### config.mk
export PLATFORM = sky130hd
export DESIGN_NAME = row_scanout
export DESIGN_NICKNAME = d
export VERILOG_FILES = /design/src/logic/vram_pkg.sv /design/src/logic/row_scanout.sv
export SDC_FILE = /design/constraint.sdc
export NUM_CORES = 1
export LEC_CHECK = 0
export BUFFER_PORTS_ARGS = -buffer_cell sky130_fd_sc_hd__buf_2
export CAP_MARGIN = 20
export CORE_ASPECT_RATIO = 0.75
export CORE_MARGIN = 2
export CORE_UTILIZATION = 49
export CTS_CLUSTER_SIZE = 40
export DETAILED_ROUTE_END_ITERATION = 8
export GPL_ROUTABILITY_DRIVEN = 0
export PLACE_DENSITY = 0.77
export SLEW_MARGIN = 20
export SYNTH_ARGS = -nofsm -noshare
export SYNTH_HDL_FRONTEND = slang
export SYNTH_SLANG_ARGS = --single-unit
export TNS_END_PERCENT = 5
### constraint.sdc
create_clock -name clk -period 14.2 [get_ports clk]
set_input_delay 2.84 -clock clk [delete_from_list [all_inputs] [get_ports clk]]
set_output_delay 2.84 -clock clk [all_outputs]
set_load 0.01 [all_outputs]
### src/logic/vram_pkg.sv
package vram_pkg;

    localparam int FRAME_WIDTH     = 64;
    localparam int FRAME_HEIGHT    = 64;
    localparam int PIXEL_BITS      = 8;
    localparam int PIXEL_ADDR_BITS = 12;  // Row times 64 plus column
    localparam int ROW_ADDR_BITS   = 6;
    localparam int ROW_BITS        = 512;

    localparam int AXI_ADDR_BITS = 16;
    localparam int AXI_DATA_BITS = 32;
    localparam int AXI_STRB_BITS = 4;

    localparam logic [1:0] RESP_OKAY   = 2'd0;
    localparam logic [1:0] RESP_SLVERR = 2'd2;

    typedef logic [PIXEL_BITS-1:0]      pixel_t;
    typedef logic [PIXEL_ADDR_BITS-1:0] pixel_addr_t;
    typedef logic [ROW_ADDR_BITS-1:0]   row_addr_t;
    typedef logic [ROW_BITS-1:0]        row_t;  // Pixel 0 in the lowest byte

    typedef struct packed {
        logic [AXI_ADDR_BITS-1:0] addr;
        logic [1:0]               prot;
    } axi_aw_t;

    typedef struct packed {
        logic [AXI_DATA_BITS-1:0] data;
        logic [AXI_STRB_BITS-1:0] strb;
    } axi_w_t;

    typedef struct packed {
        logic        en;
        pixel_addr_t addr;
        pixel_t      data;
    } pixel_write_t;

    typedef struct packed {
        logic      en;
        row_addr_t row;
    } row_read_t;

    typedef struct packed {
        pixel_t data;
        logic   line_end;
        logic   frame_end;
    } pixel_beat_t;

endpackage

### src/logic/row_scanout.sv
`timescale 1ns/1ps

module row_scanout (
    input  logic                  clk,
    input  logic                  reset,
    input  logic                  frame_start,
    output logic                  scan_busy,
    output vram_pkg::row_read_t   row_rd,
    input  vram_pkg::row_t        row_data,
    output logic                  pixel_valid,
    input  logic                  pixel_ready,
    output vram_pkg::pixel_beat_t pixel
);
    import vram_pkg::*;

    row_t                                     active;        // Remaining pixels of the current row
    logic                                     active_valid;
    logic                                     hold_full;     // row_data holds a row not yet taken
    logic [PIXEL_ADDR_BITS-ROW_ADDR_BITS-1:0] col;
    row_addr_t                                row;
    logic                                     line_end;
    logic                                     last_row;
    logic                                     take;

    assign line_end = (col == FRAME_WIDTH - 1);
    assign last_row = (row == FRAME_HEIGHT - 1);

    // The first pixel of a row comes straight from the memory output register
    assign pixel_valid = active_valid || hold_full;
    assign take        = pixel_valid && pixel_ready;

    always_comb begin
        pixel.data      = active_valid ? active[PIXEL_BITS-1:0] : row_data[PIXEL_BITS-1:0];
        pixel.line_end  = line_end;
        pixel.frame_end = line_end && last_row;
    end

    always_ff @(posedge clk) begin
        if (reset) begin
            scan_busy    <= 1'b0;
            row_rd       <= '0;
            hold_full    <= 1'b0;
            active_valid <= 1'b0;
            col          <= '0;
            row          <= '0;
        end else begin
            row_rd.en <= 1'b0;

            if (frame_start && !scan_busy) begin
                scan_busy  <= 1'b1;
                row_rd.en  <= 1'b1;
                row_rd.row <= '0;
            end

            if (row_rd.en) hold_full <= 1'b1;  // Memory answers on this edge

            if (take) begin
                col <= col + 1'b1;
                if (!active_valid) begin
                    // Held row moves into the shift register, next row is fetched behind it
                    active_valid <= 1'b1;
                    hold_full    <= 1'b0;
                    row_rd.en    <= !last_row;
                    row_rd.row   <= row + 1'b1;
                end else if (line_end) begin
                    active_valid <= 1'b0;
                    row          <= row + 1'b1;
                    if (last_row) scan_busy <= 1'b0;
                end
            end
        end
    end

    always_ff @(posedge clk) begin
        if (take) begin
            if (!active_valid) begin
                active <= row_data >> PIXEL_BITS;
            end else begin
                active <= active >> PIXEL_BITS;
            end
        end
    end

endmodule

# Word level (Yosys, flattened, before mapping)
# Cells that the tools add are included.
[word_totals]
elab_cells = 34
out_inout_bits = 19
in_bits = 516
regBits = 534
[op_classes]
n_reduce_logical = 7
n_addsub = 2
n_mux = 15
n_eq_ne = 2
[op_table]
columns = ["cell", "count"]
rows = [
  ["504-bit 2-to-1 mux", 1],
  ["7-bit 2-to-1 mux", 3],
  ["6-bit by 1-bit adder with 6-bit output, second input constant", 2],
  ["6-bit == test, second input constant", 2],
  ["1-bit 2-to-1 mux", 10],
  ["8-bit 2-to-1 mux", 1],
  ["1-bit logical AND", 3],
  ["3-bit AND reduction", 1],
  ["1-bit logical NOT", 2],
  ["1-bit logical OR", 1],
]

# Longest topological paths before layout
[logic_depth]
depth_word = 7
depth_mapped = 5
depth_no_buf = 5

# Worst setup path after synthesis
# OpenSTA, ideal clock, no wires.
[synth_timing]
path_kind = "input to register"
startpoint = "input pixel_ready"
endpoint = "register col[4]"
t_required_ns = 14.132
path_buffers = 0
setup_slack_ns = 0.199
path_stages = 5
t_arrival_ns = 13.933
setup_ns = 0.068
path_cell_list = "o21ai_1 inv_1 nand4_1 xor2_1 nor2_1"
[synth_between]
elab_chain_len = 1
[synth_lines]
columns = ["element", "line_no", "text"]
rows = [
  ["start: declaration", "row_scanout.sv:11", "input logic pixel_ready,"],
  ["1-bit logical AND", "row_scanout.sv:30", "assign take = pixel_valid && pixel_ready;"],
  ["net take", "row_scanout.sv:23", "logic take;"],
  ["end signal: assignment", "row_scanout.sv:58", "col <= col + 1'b1;"],
  ["end: declaration", "row_scanout.sv:19", "logic [PIXEL_ADDR_BITS-ROW_ADDR_BITS-1:0] col;"],
]
# The timed path passes the listed nets, and every way through them passes these cells.
# A chain may end at the register's enable or synchronous reset.

==> results.md <==
STA
- **Fin Setup TNS** 0 ns
- **maximum clock skew at final layout** 0.02111 ns
- **final number of hold-violating endpoints** 0
- **max_slew headroom** 0.3008
- **Max Clk Rate** 161.6 MHz
- **post-route clock period utilization** 0.4358
- **Least-Margin Pin Slew** 1.049 ns
- **max-slew violation count** 0
- **Worst Hold Margin** 0.4705 ns
- **Final setup violation count** 0
- **RSZ-0062 raised after global routing** false
- **fin crit period** 6.188 ns

Layout
- **layout net count** 2238
- **final standard cell count with taps included and fillers excluded** 2376
- **layout cell share with drive strength beyond 1** 0.5230
- **Synth-to-Final Area Change** 20.83%
- **most common cell after layout, fill and taps aside** sky130_fd_sc_hd__buf_2
- **commonest cells after routing, fill and taps aside** sky130_fd_sc_hd__buf_2, sky130_fd_sc_hd__edfxtp_1, sky130_fd_sc_hd__mux2_2
- **share of the core filled with cells in the final layout** 0.6028

Setup path
- **Critical Path Start Type** input port
- **crit path cell chain** buf_2 > mux2_2 > buf_2
- **type of the setup path with the least slack** input port to primary output
- **Arr. time, crit path** 3.35 ns
- **Worst Setup End Kind** primary output
- **cell with the biggest individual delay on the critical path** sky130_fd_sc_hd__mux2_2
- **cell occurring most often along the worst timing path** sky130_fd_sc_hd__buf_2
- **largest fanout on the critical path** 1
- **WP data required** 11.36 ns
- **Critical Path Max Stage Delay** 0.26 ns

Floorplanning
- **DIE HEIGHT** 189.2 µm
- **overall die area** 47490 µm²
- **die width** 251.0 µm
- **count of pins on the block boundary** 535
- **standard cell core area** 44930 µm²
- **initial core utilization** 0.4988
- **row count** 67

GRT
- **combined global-route utilization of all metal layers** 0.1961
- **remaining global-route overflow** 0
- **via count of the first global-routing pass** 12829
- **pin count of the biggest net entering global routing** 195
- **first-pass GRT wire length** 70.91 mm
- **initial antenna violation count** 38

Logic synthesis
- **Ys Warns** 0
- **register area share after synthesis** 0.6949
- **Netlist Area Pre-Place** 22410 µm²
- **nets in the synthesized netlist** 1703
- **average cell area after synthesis** 18.91 µm²
- **Mapped Cells** 1185
- **unique cell type count in the Yosys netlist** 33
- **register bit total from synthesis** 526

Placed design
- **dpl hpwl** 33.22 mm
- **placed cell count** 2252
- **PortBufs** 534

Clocking
- **Root Buffer Master** sky130_fd_sc_hd__clkbuf_16
- **cts repair resizes** 0
- **clock tree sinks** 526
- **cts-stage hold buffer count** 0
- **TritonCTS clock tree** built
- **Inserted Clock Buffers** 52
- **worst-case clock buffer depth** 3
- **clock-pin slew reported for the worst setup and hold paths after clock tree synthesis** 0.06 ns
- **total number of H-tree levels** 2
- **number of post-CTS setup repair buffers** 0
- **clock network latency to the later pin of the worst-skew pair** 0.58 ns

Route
- **detailed-route wire length** 48.11 mm
- **Detailed Routing Iterations Pass 1** 4
- **post-detailed-route via-to-cell ratio** 5.119
- **DRT iter0 DRCs** 788
- **Detail Route Antenna Nets** 0
- **# DRC** 0
- **average wire per standard cell** 20.25 µm
- **total number of vias** 12163

Run
- **max capacitance violation total** 0

Power and ir drop
- **total power divided by cell area** 127.7 nW/µm²
- **maximum ir drop on the vdd rail** 83.64 µV
- **Lkg Pwr** 0.009837 µW
- **total power consumption of the routed design** 3458 µW

Hold path
- **worst hold path class** flop to flop

Run status
- **status** finished clean

[state kept, by name, summed over array words and instances (netlist names)]
name          flops
active          504
row_rd            7
col               6
row               6
active_valid      1
hold_full         1
scan_busy         1
[where the power goes]
group	switching, µW	internal [µW]	total (µW)	leakage, µW
Sequential	22.0	1800	1820	0.00479
Combinational	120	146	266	0.00422
Clock	577	794	1370	0.000823
Total	719	2740	3460	0.00984
[routing by layer]
| metal | up-vias | GRT usage | routed length [µm] |
|---|---|---|---|
| met5 | - | 0 | 101 |
| met4 | 16 | 0.09730 | 1556 |
| met3 | 112 | 0.05155 | 3118 |
| met2 | 380 | 0.3292 | 24390 |
| met1 | 5921 | 0.2361 | 18940 |
| li1 | 5734 | - | - |
[cell type report]
type	instances	area (µm²)
Antenna cell	29	72.57
Clock buffer	63	1364
Clock inverter	32	320.3
Fill cell	3378	17850
Inverter	4	22.52
Multi-Input combinational cell	594	6222
Sequential cell	526	15580
Tap cell	586	733.2
Timing Repair Buffer	542	2770
[Yosys cell counts, drive strengths merged]
library cell	n	share of area
a211oi	2	0.00067
a21oi	6	0.0018
a22oi	4	0.0013
and2	1	0.00028
and3b	1	0.00039
buf	59	0.027
clkbuf	2	0.00034
dfxtp	22	0.020
edfxtp	504	0.68
ha	2	0.0011
inv	4	0.00067
mux2	505	0.25
nand2	10	0.0018
nand3	5	0.0011
nand4	2	0.00084
nor2	20	0.0037
nor2b	10	0.0028
nor3	8	0.0018
o21a	1	0.00034
o21ai	4	0.00089
or2	1	0.00028
or3	1	0.00028
xnor2	8	0.0031
xor2	3	0.0012
[kinds of logic after synthesis]
logic type	after synthesis	synth area share
AO/OA/AOI/OAI	17	0.005079
XOR/XNOR	11	0.004299
adder cells (fa/ha/maj)	2	0.001116
buffers and inverters	65	0.02752
flip-flops	526	0.6949
multiplexers	505	0.2539
AND/OR/NAND/NOR	59	0.01323
[worst max-delay path, delay by kind of cell]
| kind | cells | cell delay [ns] |
|---|---|---|
| mux | 1 | 0.26 |
| buf+inv | 2 | 0.24 |
[worst paths after layout]
check | from | endpoint | slack (ns) | depth (start not counted)
max | row_data[2] | pixel[4] | 8.01 | 3
min | row_rd[5]$_SDFF_PP0_ | row_rd[5]$_SDFF_PP0_ | 0.47 | 2
max reg2reg | active_valid$_SDFFE_PP0P_ | active[291]$_DFFE_PP_ | 10.01 | 4
min reg2reg | row_rd[5]$_SDFF_PP0_ | row_rd[5]$_SDFF_PP0_ | 0.47 | 2
[per-stage QoR]
| step | area (µm²) | worst slack (ns) |
|---|---|---|
| floorplan | 22410 | 0.1991 |
| finish | 27080 | 8.012 |
| detailed placement | 25330 | 8.004 |
| global placement | 25330 | 8.000 |
| global route | 27080 | 7.982 |
| CTS | 27010 | 8.002 |
No activity file was read; power rests on OpenSTA's default activity.
