File: config.mk
export PLATFORM = sky130hd
export DESIGN_NAME = host_pixel_writer
export DESIGN_NICKNAME = d
export VERILOG_FILES = /design/src/logic/vram_pkg.sv /design/src/logic/host_pixel_writer.sv
export SDC_FILE = /design/constraint.sdc
export NUM_CORES = 1
export LEC_CHECK = 0
export BUFFER_PORTS_ARGS = -buffer_cell sky130_fd_sc_hd__buf_2
export CAP_MARGIN = 20
export CORE_MARGIN = 4
export CORE_UTILIZATION = 48
export DETAILED_ROUTE_END_ITERATION = 6
export PLACE_DENSITY_LB_ADDON = 0.25
export SLEW_MARGIN = 10
export SYNTH_ARGS = -nofsm -noshare
export SYNTH_HDL_FRONTEND = slang
export SYNTH_SLANG_ARGS = --single-unit
export TNS_END_PERCENT = 50
File: constraint.sdc
create_clock -name clk -period 3.17 [get_ports clk]
set_input_delay 0.1585 -clock clk [delete_from_list [all_inputs] [get_ports clk]]
set_output_delay 0.1585 -clock clk [all_outputs]
set_load 0.01 [all_outputs]
File: src/logic/vram_pkg.sv
package vram_pkg;

    localparam int FRAME_WIDTH     = 64;
    localparam int FRAME_HEIGHT    = 64;
    localparam int PIXEL_BITS      = 8;
    localparam int PIXEL_ADDR_BITS = 12;  // Row times 64 plus column
    localparam int ROW_ADDR_BITS   = 6;
    localparam int ROW_BITS        = 512;

    localparam int AXI_ADDR_BITS = 16;
    localparam int AXI_DATA_BITS = 32;
    localparam int AXI_STRB_BITS = 4;

    localparam logic [1:0] RESP_OKAY   = 2'd0;
    localparam logic [1:0] RESP_SLVERR = 2'd2;

    typedef logic [PIXEL_BITS-1:0]      pixel_t;
    typedef logic [PIXEL_ADDR_BITS-1:0] pixel_addr_t;
    typedef logic [ROW_ADDR_BITS-1:0]   row_addr_t;
    typedef logic [ROW_BITS-1:0]        row_t;  // Pixel 0 in the lowest byte

    typedef struct packed {
        logic [AXI_ADDR_BITS-1:0] addr;
        logic [1:0]               prot;
    } axi_aw_t;

    typedef struct packed {
        logic [AXI_DATA_BITS-1:0] data;
        logic [AXI_STRB_BITS-1:0] strb;
    } axi_w_t;

    typedef struct packed {
        logic        en;
        pixel_addr_t addr;
        pixel_t      data;
    } pixel_write_t;

    typedef struct packed {
        logic      en;
        row_addr_t row;
    } row_read_t;

    typedef struct packed {
        pixel_t data;
        logic   line_end;
        logic   frame_end;
    } pixel_beat_t;

endpackage

File: src/logic/host_pixel_writer.sv
`timescale 1ns/1ps

module host_pixel_writer (
    input  logic                   clk,
    input  logic                   reset,
    input  logic                   awvalid,
    output logic                   awready,
    input  vram_pkg::axi_aw_t      aw,
    input  logic                   wvalid,
    output logic                   wready,
    input  vram_pkg::axi_w_t       w,
    output logic                   bvalid,
    input  logic                   bready,
    output logic [1:0]             bresp,
    output vram_pkg::pixel_write_t pix_wr
);
    import vram_pkg::*;

    typedef enum logic [1:0] {
        IDLE,
        CHECK,
        WRITE,
        RESPOND
    } state_t;

    state_t                            state;
    logic [AXI_ADDR_BITS-1:0]          addr_q;
    logic [AXI_DATA_BITS-1:0]          data_q;
    logic [AXI_STRB_BITS-1:0]          strb_left;  // Strobe bits still to be written
    logic [AXI_STRB_BITS-1:0]          strb_next;
    logic [$clog2(AXI_STRB_BITS)-1:0]  lane;
    logic                              accept;
    logic                              in_range;
    pixel_addr_t                       base_pixel;

    assign awready = (state == IDLE);
    assign wready  = (state == IDLE);
    assign bvalid  = (state == RESPOND);

    // Address and data are only taken together
    assign accept = (state == IDLE) && awvalid && wvalid;

    assign in_range   = addr_q < AXI_ADDR_BITS'(FRAME_WIDTH * FRAME_HEIGHT);
    assign base_pixel = {addr_q[PIXEL_ADDR_BITS-1:2], 2'b00};
    assign strb_next  = strb_left & (strb_left - 1'b1);  // Drop the lowest set bit

    // Lowest remaining strobe bit picks the byte lane
    always_comb begin
        lane = '0;
        for (int i = AXI_STRB_BITS - 1; i >= 0; i--) begin
            if (strb_left[i]) lane = ($clog2(AXI_STRB_BITS))'(i);
        end
    end

    always_comb begin
        pix_wr.en   = (state == WRITE);
        pix_wr.addr = base_pixel + pixel_addr_t'(lane);
        pix_wr.data = data_q[lane*PIXEL_BITS +: PIXEL_BITS];
    end

    always_ff @(posedge clk) begin
        if (reset) begin
            state <= IDLE;
            bresp <= RESP_OKAY;
        end else begin
            case (state)
                IDLE: begin
                    if (accept) state <= CHECK;
                end
                CHECK: begin
                    if (!in_range) begin
                        bresp <= RESP_SLVERR;
                        state <= RESPOND;
                    end else begin
                        bresp <= RESP_OKAY;
                        state <= (strb_left == '0) ? RESPOND : WRITE;
                    end
                end
                WRITE: begin
                    if (strb_next == '0) state <= RESPOND;
                end
                RESPOND: begin
                    if (bready) state <= IDLE;  // Channels reopen once the response is taken
                end
                default: state <= IDLE;
            endcase
        end
    end

    always_ff @(posedge clk) begin
        if (accept) begin
            addr_q    <= aw.addr;
            data_q    <= w.data;
            strb_left <= w.strb;
        end else if (state == WRITE) begin
            strb_left <= strb_next;
        end
    end

endmodule

---- Word level (Yosys, flattened, before mapping) ----
Index checks and enable logic that the tools add are counted.
storage, ports and cells
  flip-flop bits (word level) ............. 56
  latch bits .............................. 0
  memory bits (writable) .................. 0
  bits in read-only memories .............. 0
  input port bits ......................... 59
  output and inout bits ................... 26
  word-level logic and storage cells ...... 36
  memories kept ........................... 0
cells by class
  add/sub/neg operators ................... 2
  multiply operators ...................... 0
  divide/modulo/power cells ............... 0
  $lt $le $gt $ge ......................... 1
  equal/unequal tests ..................... 6
  shifts and indexed selects .............. 1
  mux-type cells .......................... 13
  bitwise operators ....................... 1
  reduce and logical (&&, ||, !) cells .... 7
operators by type and width
  cell                    number
  $shiftx A32 B6 Y8       1
  $lt A16 B13 Y1 const B  1
  $mux W2                 8
  $add A12 B2 Y12         1
  $logic_not A4 Y1        2
  $mux W4                 2
  $pmux W2 S4             1
  $ne A2 B1 Y1 const B    3
  $and A4 B4 Y4           1
  $eq A2 B2 Y1 const B    2
  $sub A4 B1 Y4 const B   1
  $reduce_and A3 Y1       1
  $eq A2 B1 Y1 const B    1
  $logic_and A1 B1 Y1     2
  $logic_not A2 Y1        1
  $mux W1                 2
  $reduce_bool A2 Y1      1

---- Logic depth before layout (Yosys ltp) ----
Gate-level depths: netlist of the first run.
  word-level depth ........................ 5
  depth in mapped cells ................... 6
  depth with buffers taken out ............ 6

---- Worst setup path before layout of the first run ----
OpenSTA, ideal clock, no wires.
  path kind ............................... register -> register
  from .................................... register state[0]
  to ...................................... register strb_left[0], enable pin
  arrival time ............................ 2655 ps
  required time ........................... 2866 ps
  slack ................................... 211 ps
  cell stages (with the launch flop) ...... 6
  period minus slack after synthesis ...... 2959 ps
  cell sequence ........................... dfxtp_1 -> inv_1 -> ha_1 -> and3_1 -> clkbuf_1 -> or2_2
between the ends
  word-level cells in the longest chain between the ends .. 4
RTL lines
  what                                 line                     source
  start, declared                      host_pixel_writer.sv:26  state_t state;
  start signal, assigned               host_pixel_writer.sv:76  state <= (strb_left == '0) ? RESPOND : WRITE;
  $logic_not A2 Y1                     n/a
  net awready                          host_pixel_writer.sv:7   output logic awready,
  $logic_and A1 B1 Y1 (2 in series)    host_pixel_writer.sv:41  assign accept = (state == IDLE) && awvalid && wvalid;
  net accept                           host_pixel_writer.sv:32  logic accept;
  $reduce_bool A2 Y1 (no source line)  n/a
  end signal, assigned                 host_pixel_writer.sv:94  strb_left <= w.strb;
  end signal, assigned                 host_pixel_writer.sv:96  strb_left <= strb_next;
  end, declared                        host_pixel_writer.sv:29  logic [AXI_STRB_BITS-1:0] strb_left;
The timed path passes the listed nets, and every way through them passes these cells.
A chain may end at the register's enable or synchronous reset.

---- Worst setup path in the final report of the first run ----
  from .................................... register state[0]
  to ...................................... register addr_q[7], enable pin
between the ends
  word-level cells in the longest chain between the ends .. 3
RTL lines
  what                               line                     source
  $logic_not A2 Y1                   host_pixel_writer.sv:41
  $logic_and A1 B1 Y1 (2 in series)  host_pixel_writer.sv:41
  end signal, assigned               host_pixel_writer.sv:92  addr_q <= aw.addr;
  end, declared                      host_pixel_writer.sv:27  logic [AXI_ADDR_BITS-1:0] addr_q;
Every way passes these cells.

==> flow_metrics.env, run 1 <==
export IMPL_worst_skew_pair_late_latency_ns=0.30
export IMPL_fin_crit_ns=2.176
export IMPL_first_global_vias=1406
export IMPL_insertedDiodeCount=0
export IMPL_synth_seq_area_share_pct=69.96
export IMPL_multiInputGateArea_um2=535.5
export IMPL_clkSlewWorstSetupHoldPaths_ns=0.09
export IMPL_cts_buffers=5
export IMPL_slew_viol_final=0
export IMPL_tritoncts="done"
export IMPL_cell_leakage_power_uw=0.001137
export IMPL_power_uw=2108
export IMPL_io_pins=85
export IMPL_relSlewSlack_pct=42.35
export IMPL_timing_critical_path_slowest_cell_delay_ns=0.78
export IMPL_grt_max_degree=43
export IMPL_initial_core_util_pct=50.57
export IMPL_die_area_um2=5806
export IMPL_yosys_cell_types_count=29
export IMPL_finalCritPeriodShare_pct=68.66
export IMPL_postRouteAntennaNets=0
export IMPL_max_clock_path_buffers=2
export IMPL_worst_slew_pin_slew_ns=0.8648
export IMPL_placed_cell_area_um2=2591
export IMPL_final_hold_viol_count=0
export IMPL_avgRoutedWirePerCell_um=15.48
export IMPL_clock_skew_ns=0.002941
export IMPL_global_route_wire_length_before_repair_mm=6.582
export IMPL_final_hold_worst_slack_ns=0.02760
export IMPL_ys_warnings_count=0
export IMPL_synth_area_top_cells="sky130_fd_sc_hd__edfxtp_1 (67%), sky130_fd_sc_hd__mux2i_1 (11%), sky130_fd_sc_hd__buf_4 (4.4%), sky130_fd_sc_hd__ha_1 (2.8%), sky130_fd_sc_hd__dfxtp_1 (2.7%)"
export IMPL_post_cts_resized_instances=0
export IMPL_areaGrowthSynthToFinish_pct=20.85
export IMPL_vdd_ir_drop_max_mv=0.3797
export IMPL_synth_enable_flop_cells=50
export IMPL_drc=0
export IMPL_numPortBuffers=79
export IMPL_synth_top_cell_area_share_pct=67.26
export IMPL_crit_fanout=42
export IMPL_cp_slowest_cell="sky130_fd_sc_hd__and3_2"
export IMPL_synth_ff_latch_count=53
export IMPL_fp_dieH_um=76.20
export IMPL_std_cell_rows=24
export IMPL_grt_antenna_before_repair=0
export IMPL_postSynth_asyncResetShare_pct=0
export IMPL_root_buffer_master="sky130_fd_sc_hd__clkbuf_8"
export IMPL_max_cap_violations=0
export IMPL_outcome="finished clean"
export IMPL_nets=271
export IMPL_postRouteWirelength_mm=4.026
export IMPL_postLayoutCellArea_um2=2698
export IMPL_setup_repair_after_global_routing_missed_its_margin="false"
export IMPL_drtPass1Iterations=4
export IMPL_syn_inst=136
export IMPL_drt_iter0_drc=29
export IMPL_ff_latch_area_um2=1562
export IMPL_route_vias_total=1304
export IMPL_synthesis_area_um2=2232
export IMPL_post_synth_top_area_cell="sky130_fd_sc_hd__edfxtp_1"
export IMPL_end_kind="flip-flop"
export IMPL_syn_nets=200
export IMPL_yosys_cell_count_top_type="sky130_fd_sc_hd__edfxtp_1"
export IMPL_vias_per_cell=5.015
export IMPL_groute_usage_overall_pct=14.11
export IMPL_final_setup_viol_count=0
export IMPL_detailedPlacementHpwl_mm=3.016
export IMPL_grt_overflow_total=0
export IMPL_critical_path_startpoint_type="flip-flop"
export IMPL_ctsHoldBuffers=0
export IMPL_globalplace_congestion=0.7787
export IMPL_fin_tns_setup_ns=0
export IMPL_cp_data_arrival_time_ns=2.18
export IMPL_list_of_cells_traversed_by_the_critical_path="inv_1 > ha_1 > and3_2 > buf_4"
export IMPL_utilization_pct=61.11
export IMPL_required_ns=3.17
export IMPL_p_per_area_nw_per_um2=781.3
export IMPL_post_cts_setup_buffer_count=0
export IMPL_htreeDepth=2
export IMPL_min_delay_path_class="primary input to flip-flop"
export IMPL_postSynth_topFlopCell="sky130_fd_sc_hd__edfxtp_1"
export IMPL_tritoncts_num_sinks=53
export IMPL_design_core_area_um2=4414
export IMPL_netlist_top_cells_count="sky130_fd_sc_hd__edfxtp_1 (50), sky130_fd_sc_hd__mux2i_1 (25), sky130_fd_sc_hd__buf_4 (13)"
export IMPL_share_of_cells_above_drive_strength_1_pct=47.12
export IMPL_die_w_um=76.20
export IMPL_filler_cell_count=353
export IMPL_fmax_mhz=459.5
export IMPL_critPathKind="flip-flop to flip-flop"
export IMPL_avgSynthCellArea_um2=16.41
[cell families after synthesis]
group           share of synthesized area [%]
buf+inv                                 6.502
other cells                            0.1680
compound gates                          5.381
flops                                   69.96
fa+ha+maj                               2.803
simple gates                            3.981
mux                                     11.21
[final timing paths]
check / startpoint / slack [ns] / endpoint / cells after the start
worst min register to register: bresp[1] / 0.51 / bresp[1] / 2
worst max-delay path: state[0] / 0.99 / addr_q[7] / 4
worst min-delay path: w[7] / 0.03 / data_q[3] / 1
worst max register to register: state[0] / 0.99 / addr_q[7] / 4
[state kept, by name (all words and copies together), names as in the netlist]
register / cells
strb_left: 4
data_q: 32
addr_q: 14
state: 2
bresp: 1
[metrics by stage]
stage                     cells  setup WS [ns]
after global routing        260         0.8200
after detailed placement    252         0.9731
final                       260         0.9936
after global placement      252          1.094
after CTS                   260         0.9531
after floorplan             136         0.2107
[cell usage in the layout, fill, tap and decap left out, drive strengths merged, types with 2 or more instances in the layout]
cell    instances
dfxtp           3
clkbuf          6
nand2           5
ha              5
edfxtp         50
buf            82
o21ai           4
nor2            3
nor3            2
inv             3
a211oi          3
mux2i          25
o31ai           2
[layout make-up]
cell class                      instances  share of cell area (%)
Clock inverter                          2                   1.252
Multi-Input combinational cell         62                   19.85
Tap cell                               52                   2.412
Inverter                                3                  0.4174
Sequential cell                        53                   57.89
Timing Repair Buffer                   82                   15.49
Clock buffer                            6                   2.690
[routing by layer]
metal	GRT usage (%)	part of all wire (%)	vias to the layer above
li1	-	-	633
met1	15.86	39	614
met2	24.32	51	53
met3	5.556	8.6	4
met4	4.720	1.1	0
met5	0	0	-
[critical path: cells and delay by family (launching register included)]
family	cells	cell delay, ns
adder cells (fa/ha/maj)	1	0.22
buffers and inverters	2	0.51
flip-flops	1	0.35
AND/OR/NAND/NOR	1	0.78
[power by group]
part           total (uW)  switching [uW]  internal, uW
Combinational         678             373           305
Clock                 437             204           233
Sequential            992            76.3           916
Total                2110             653          1450
Note: power is estimated with default switching activity, not from simulation.
==> run 2, diff against run 1 <==
--- a/config.mk
+++ b/config.mk
@@ -8,7 +8,7 @@
 export BUFFER_PORTS_ARGS = -buffer_cell sky130_fd_sc_hd__buf_2
 export CAP_MARGIN = 20
 export CORE_MARGIN = 4
-export CORE_UTILIZATION = 48
+export CORE_UTILIZATION = 44
 export DETAILED_ROUTE_END_ITERATION = 6
 export PLACE_DENSITY_LB_ADDON = 0.25
 export SLEW_MARGIN = 10
==> constraint.sdc (replaced) <==
create_clock -name clk -period 1.85 [get_ports clk]
set_input_delay 0.0925 -clock clk [delete_from_list [all_inputs] [get_ports clk]]
set_output_delay 0.0925 -clock clk [all_outputs]
set_load 0.01 [all_outputs]
==> run 2 against run 1 <==
Effect of this change: final cell count rose by 28%; global-route usage increased by 2.0 points; power rose by 89%; via count is 17% higher; critical path depth increased by 1; combinational power is 130% higher; sequential power increased by 69%; register-to-register slack worse by 0.92 ns; clock-buffer cell count stayed put; non-clock buffer count increased by 57; worst hold slack improved by 0.038 ns; critical path type is now flip-flop to output port.
==> flow_metrics.env, run 2 (same netlist as run 1, synthesis figures left out) <==
export IMPL_die_area_um2=6277
export IMPL_cell_internal_pwr_uw=2758
export IMPL_max_clock_path_buffers=2
export IMPL_power_uw=3974
export IMPL_biggestRegsByFlops="data_q (32), addr_q (14), strb_left (4)"
export IMPL_grt_overflow_total=0
export IMPL_share_clk_of_total_power_pct=19.0
export IMPL_fin_crit_ns=1.805
export IMPL_cts_buffers=5
export IMPL_setup_repair_after_global_routing_missed_its_margin="true"
export IMPL_tritoncts_num_sinks=53
export IMPL_fin_tns_setup_ns=0
export IMPL_finalCritPeriodShare_pct=97.56
export IMPL_postRouteWirelength_mm=4.956
export IMPL_die_w_um=79.23
export IMPL_critical_path_startpoint_type="flip-flop"
export IMPL_pwr_share_seq_pct=42.2
export IMPL_final_hold_viol_count=0
export IMPL_first_global_vias=1682
export IMPL_postRouteAntennaNets=0
export IMPL_share_of_cells_above_drive_strength_1_pct=41.13
export IMPL_clkSlewWorstSetupHoldPaths_ns=0.09
export IMPL_worst_skew_pair_late_latency_ns=0.30
export IMPL_fmax_mhz=554.0
export IMPL_groute_usage_overall_pct=16.08
export IMPL_vdd_ir_drop_max_mv=0.5949
export IMPL_final_hold_worst_slack_ns=0.06593
export IMPL_htreeDepth=2
export IMPL_io_pins=85
export IMPL_globalplace_congestion=0.6700
export IMPL_end_kind="output port"
export IMPL_initial_core_util_pct=46.34
export IMPL_fp_dieH_um=79.23
export IMPL_p_per_area_nw_per_um2=1194
export IMPL_tritoncts="done"
export IMPL_critPathKind="flip-flop to output port"
export IMPL_drtPass1Iterations=4
export IMPL_grt_antenna_before_repair=0
export IMPL_std_cell_rows=25
export IMPL_root_buffer_master="sky130_fd_sc_hd__clkbuf_8"
export IMPL_route_vias_total=1530
export IMPL_required_ns=1.76
export IMPL_top_register="data_q"
export IMPL_layout_setup_ws_ns=0.04510
export IMPL_nets=328
export IMPL_drt_iter0_drc=91
export IMPL_grt_max_degree=23
export IMPL_hold_wc_startpoint="w[1]"
export IMPL_layout_cells_most_common="sky130_fd_sc_hd__buf_2"
export IMPL_swShare_pct=30.61
export IMPL_cp_data_arrival_time_ns=1.71
export IMPL_crit_fanout=8
export IMPL_detailedPlacementHpwl_mm=3.063
export IMPL_power_frac_comb_pct=38.8
export IMPL_slew_viol_final=0
export IMPL_critical_path_reg2reg_startpoint="strb_left[2]"
export IMPL_final_setup_viol_count=0
export IMPL_outcome="finished clean"
export IMPL_placement_setup_worst_slack_ns=0.1636
export IMPL_utilization_pct=69.09
export IMPL_launching_instance_or_port_of_the_critical_path="strb_left[1]"
export IMPL_avgRoutedWirePerCell_um=14.93
export IMPL_areaGrowthSynthToFinish_pct=49.10
export IMPL_switching_power_uw=1217
export IMPL_mostFrequentLayoutCells="sky130_fd_sc_hd__buf_2 (79), sky130_fd_sc_hd__edfxtp_1 (50), sky130_fd_sc_hd__dlygate4sd3_1 (47)"
export IMPL_drc=0
export IMPL_clock_skew_ns=0.005208
export IMPL_cell_leakage_power_uw=0.001411
export IMPL_global_route_wire_length_before_repair_mm=7.638
export IMPL_design_core_area_um2=4817
export IMPL_numPortBuffers=79
export IMPL_max_cap_violations=0
export IMPL_insertedDiodeCount=0
export IMPL_vias_per_cell=4.608
export IMPL_min_delay_path_class="primary input to flip-flop"
export IMPL_largest_register_ffs=32
## run 2: cell types whose count changed in the layout (fill, tap and decap cells not counted)
| cell | before | now |
|---|---|---|
| sky130_fd_sc_hd__nor2b_4 | 0 | 1 |
| sky130_fd_sc_hd__buf_4 | 3 | 9 |
| sky130_fd_sc_hd__clkbuf_16 | 0 | 2 |
| sky130_fd_sc_hd__o21bai_2 | 1 | 0 |
| sky130_fd_sc_hd__dlygate4sd3_1 | 0 | 47 |
| sky130_fd_sc_hd__o21bai_4 | 0 | 1 |
| sky130_fd_sc_hd__buf_12 | 0 | 1 |
| sky130_fd_sc_hd__buf_6 | 0 | 1 |
| sky130_fd_sc_hd__nor2b_1 | 1 | 0 |
## run 2: final timing paths
kind	slack [ns]	to	cells past startpoint
setup reg to reg	0.07	state[0]	6
setup / recovery	0.05	pix_wr[6]	5
hold / removal	0.07	strb_left[1]	3
hold reg to reg	0.51	bresp[1]	2
## run 2: timing repair
| item | 4_1_cts | 5_1_grt |
|---|---|---|
| pin swaps | 0 | 0 |
| endpoints found under the setup margin | 8 | 8 |
| buffers inserted | 1 | 5 |
| endpoints found under the hold margin | 49 | 0 |
| gates cloned | 0 | 2 |
| gates resized for setup | 0 | 4 |
| hold buffers | 47 | 0 |
## run 2: final cells by class
class	instances	area [um^2]
Clock buffer	6	72.57
Clock inverter	2	33.78
Fill cell	350	1489
Inverter	3	11.26
Multi-Input combinational cell	62	550.5
Sequential cell	53	1562
Tap cell	67	83.83
Timing Repair Buffer	139	1015
## run 2: power groups by stage
stage               clock network, uW  logic [uW]  registers, uW
global placement                    0        1180           1700
floorplan                           0         910           1670
global route                      830        1680           1700
finish                            755        1540           1680
detailed placement                  0        1240           1720
CTS                               775        1340           1690
## run 2: per-layer routing
layer	up-vias	global-route usage [%]	wire length (um)	part of all wire (%)
li1	750	-	-	-
met4	0	5.155	68	1.4
met1	721	17.73	1843	37
met2	50	29.97	2802	57
met3	9	4.082	242	4.9
met5	-	0	0	0
## run 2: worst max-delay path, cell delays in order, from the launching register on
cell                        delay [ns]
sky130_fd_sc_hd__edfxtp_1         0.48
sky130_fd_sc_hd__o21bai_4         0.28
sky130_fd_sc_hd__clkbuf_16        0.21
sky130_fd_sc_hd__mux2i_1          0.20
sky130_fd_sc_hd__mux2i_1          0.09
sky130_fd_sc_hd__buf_2            0.14
## run 2: stage by stage
step / area, um^2 / cells
6_report: 3328 / 332
5_1_grt: 3328 / 332
4_1_cts: 3222 / 325
3_5_place_dp: 2638 / 269
3_3_place_gp: 2638 / 269
2_1_floorplan: 2242 / 136
==> run 3, diff against run 2 <==
--- a/config.mk
+++ b/config.mk
@@ -8,7 +8,7 @@
 export BUFFER_PORTS_ARGS = -buffer_cell sky130_fd_sc_hd__buf_2
 export CAP_MARGIN = 20
 export CORE_MARGIN = 4
-export CORE_UTILIZATION = 44
+export CORE_UTILIZATION = 40
 export DETAILED_ROUTE_END_ITERATION = 6
 export PLACE_DENSITY_LB_ADDON = 0.25
 export SLEW_MARGIN = 10
==> run 3 against run 2 <==
Effect of this change: worst hold slack gained 0.0043 ns; fmax grew 1.8%; final cell count shrank 0.60%; clock skew is essentially flat; core utilization shrank 7.3 points; critical endpoint is now pix_wr[4]; largest cell class unchanged; global-route usage shrank 2.1 points; routed wire length shrank 9.6%; power shrank 4.8%; die area grew 9.0%.
==> flow_metrics.env, run 3 (same netlist as run 1, synthesis figures left out) <==
export IMPL_outcome="finished clean"
export IMPL_largest_register_ffs=32
export IMPL_global_route_wire_length_before_repair_mm=7.038
export IMPL_layout_setup_ws_ns=0.07749
export IMPL_clkSlewWorstSetupHoldPaths_ns=0.09
export IMPL_avgRoutedWirePerCell_um=13.58
export IMPL_numPortBuffers=79
export IMPL_drtPass1Iterations=4
export IMPL_std_cell_rows=26
export IMPL_vdd_ir_drop_max_mv=0.5595
export IMPL_final_setup_viol_count=0
export IMPL_crit_fanout=17
export IMPL_max_cap_violations=0
export IMPL_top_register="data_q"
export IMPL_p_per_area_nw_per_um2=1162
export IMPL_initial_core_util_pct=42.36
export IMPL_grt_overflow_total=0
export IMPL_cell_internal_pwr_uw=2642
export IMPL_root_buffer_master="sky130_fd_sc_hd__clkbuf_8"
export IMPL_reg2reg_depth=4
export IMPL_drt_iter0_drc=46
export IMPL_swShare_pct=30.21
export IMPL_drc=0
export IMPL_worst_hold_path_num_cells=3
export IMPL_globalplace_congestion=0.7173
export IMPL_placement_setup_worst_slack_ns=0.2248
export IMPL_grt_max_degree=30
export IMPL_die_area_um2=6839
export IMPL_hold_path_endpoint="strb_left[3]"
export IMPL_detailedPlacementHpwl_mm=2.726
export IMPL_areaGrowthSynthToFinish_pct=45.96
export IMPL_io_pins=85
export IMPL_slew_viol_final=0
export IMPL_worstReg2RegEnd="data_q[5]"
export IMPL_share_of_cells_above_drive_strength_1_pct=40.00
export IMPL_tritoncts_num_sinks=53
export IMPL_cts_buffers=5
export IMPL_tritoncts="done"
export IMPL_power_frac_comb_pct=35.8
export IMPL_final_hold_worst_slack_ns=0.07028
export IMPL_fmax_mhz=564.2
export IMPL_biggestRegsByFlops="data_q (32), addr_q (14), strb_left (4)"
export IMPL_max_clock_path_buffers=2
export IMPL_critical_path_startpoint_type="flip-flop"
export IMPL_share_clk_of_total_power_pct=20.3
export IMPL_pwr_share_seq_pct=44.0
export IMPL_nets=323
export IMPL_list_of_cells_traversed_by_the_critical_path="o21bai_2 > buf_12 > mux2i_1 > mux2i_1 > buf_2"
export IMPL_final_hold_viol_count=0
export IMPL_critical_path_reg2reg_startpoint="state[0]"
export IMPL_postRouteWirelength_mm=4.482
export IMPL_design_core_area_um2=5270
export IMPL_timing_critical_path_slowest_cell_delay_ns=0.51
export IMPL_grt_antenna_before_repair=0
export IMPL_finalCritPeriodShare_pct=95.81
export IMPL_switching_power_uw=1143
export IMPL_postRouteAntennaNets=0
export IMPL_htreeDepth=2
export IMPL_fin_crit_ns=1.773
export IMPL_min_delay_path_class="primary input to flip-flop"
export IMPL_setup_repair_after_global_routing_missed_its_margin="true"
export IMPL_filler_cell_count=410
export IMPL_cp_data_arrival_time_ns=1.68
export IMPL_fp_dieH_um=82.70
export IMPL_first_global_vias=1536
export IMPL_most_common_cell_type_on_the_critical_path="sky130_fd_sc_hd__mux2i_1"
export IMPL_r2r_slack_ns=0.21
export IMPL_required_ns=1.76
export IMPL_die_w_um=82.70
export IMPL_cp_slowest_cell="sky130_fd_sc_hd__edfxtp_1"
export IMPL_insertedDiodeCount=0
export IMPL_layout_cells_most_common="sky130_fd_sc_hd__buf_2"
export IMPL_groute_usage_overall_pct=13.99
export IMPL_clock_skew_ns=0.004992
export IMPL_end_kind="output port"
export IMPL_post_cts_resized_instances=0
export IMPL_critPathKind="flip-flop to output port"
export IMPL_worst_skew_pair_late_latency_ns=0.30
export IMPL_route_vias_total=1448
export IMPL_mostFrequentLayoutCells="sky130_fd_sc_hd__buf_2 (79), sky130_fd_sc_hd__edfxtp_1 (50), sky130_fd_sc_hd__dlygate4sd3_1 (47)"
export IMPL_cell_leakage_power_uw=0.001369
export IMPL_vias_per_cell=4.388
export IMPL_hold_wc_startpoint="w[3]"
[run 3: changes by cell type in the layout (fill, tap and decap cells not counted)]
cell and delta:
sky130_fd_sc_hd__buf_4 -3, sky130_fd_sc_hd__clkbuf_16 -2, sky130_fd_sc_hd__buf_12 +1, sky130_fd_sc_hd__buf_6 -1, sky130_fd_sc_hd__clkinv_1 -1, sky130_fd_sc_hd__clkinv_4 +1
sky130_fd_sc_hd__nor2b_1 +1, sky130_fd_sc_hd__nor2b_4 -1, sky130_fd_sc_hd__o21bai_2 +1, sky130_fd_sc_hd__o21bai_4 -1
[run 3: worst max-delay path by stage]
| stage | startpoint | endpoint | slack (ns) | cells past startpoint |
|---|---|---|---|---|
| floorplan | state[0] | strb_left[0] | 0.06 | 5 |
| global placement | state[0] | data_q[23] | 0.24 | 4 |
| detailed placement | state[0] | data_q[23] | 0.22 | 4 |
| CTS | strb_left[0] | pix_wr[4] | 0.02 | 5 |
| global route | strb_left[3] | pix_wr[4] | -0.02 | 6 |
| finish | strb_left[0] | pix_wr[4] | 0.08 | 5 |
[run 3: worst max-delay path: cells and delay by family, from the launching register on]
kind / cells / cell delay, ns
AOI/OAI and AO/OA: 1 / 0.26
buffers and inverters: 2 / 0.33
DFF: 1 / 0.51
muxes: 2 / 0.28
[run 3: stage by stage]
stage / setup TNS (ns) / std cells / cell area, um^2 / power, uW / utilization [%]
floorplan: 0 / 136 / 2242 / 2576 / -
global placement: 0 / 271 / 2646 / 2928 / 50.21
detailed placement: 0 / 271 / 2646 / 2939 / 50.21
CTS: 0 / 327 / 3236 / 3787 / 61.40
global route: -0.01544 / 330 / 3258 / 4017 / 61.82
finish: 0 / 330 / 3258 / 3785 / 61.82
[run 3: routing by layer]
metal	track usage, %	up-vias	part of all wire (%)
met3	4.338	5	7.1
met2	24.76	53	53
met4	3.922	0	1.2
met5	0	-	0
met1	16.32	649	39
li1	-	741	-
[run 3: layout make-up]
type / count / area, um^2 / share of cell area, %
well taps: 70 / 87.58 / 2.688
clock inverters: 2 / 38.79 / 1.190
clock buffers: 6 / 72.57 / 2.227
repair buffers: 134 / 950.9 / 29.19
flip-flops and latches: 53 / 1562 / 47.93
multi-input cells: 62 / 535.5 / 16.44
inverters: 3 / 11.26 / 0.3456
[run 3: what timing repair did]
action | in CTS | in global routing
endpoints found under the hold margin | 49 | 0
hold buffers | 47 | 0
cloned | 0 | 0
endpoints found under the setup margin | 2 | 8
setup buffers | 1 | 3
[run 3: power by group through the flow]
stage	clock [uW]	combinational (uW)	sequential, uW
after global placement	0	1220	1710
final	767	1350	1660
after global routing	842	1490	1690
after CTS	780	1330	1680
after detailed placement	0	1220	1720
after floorplan	0	910	1670
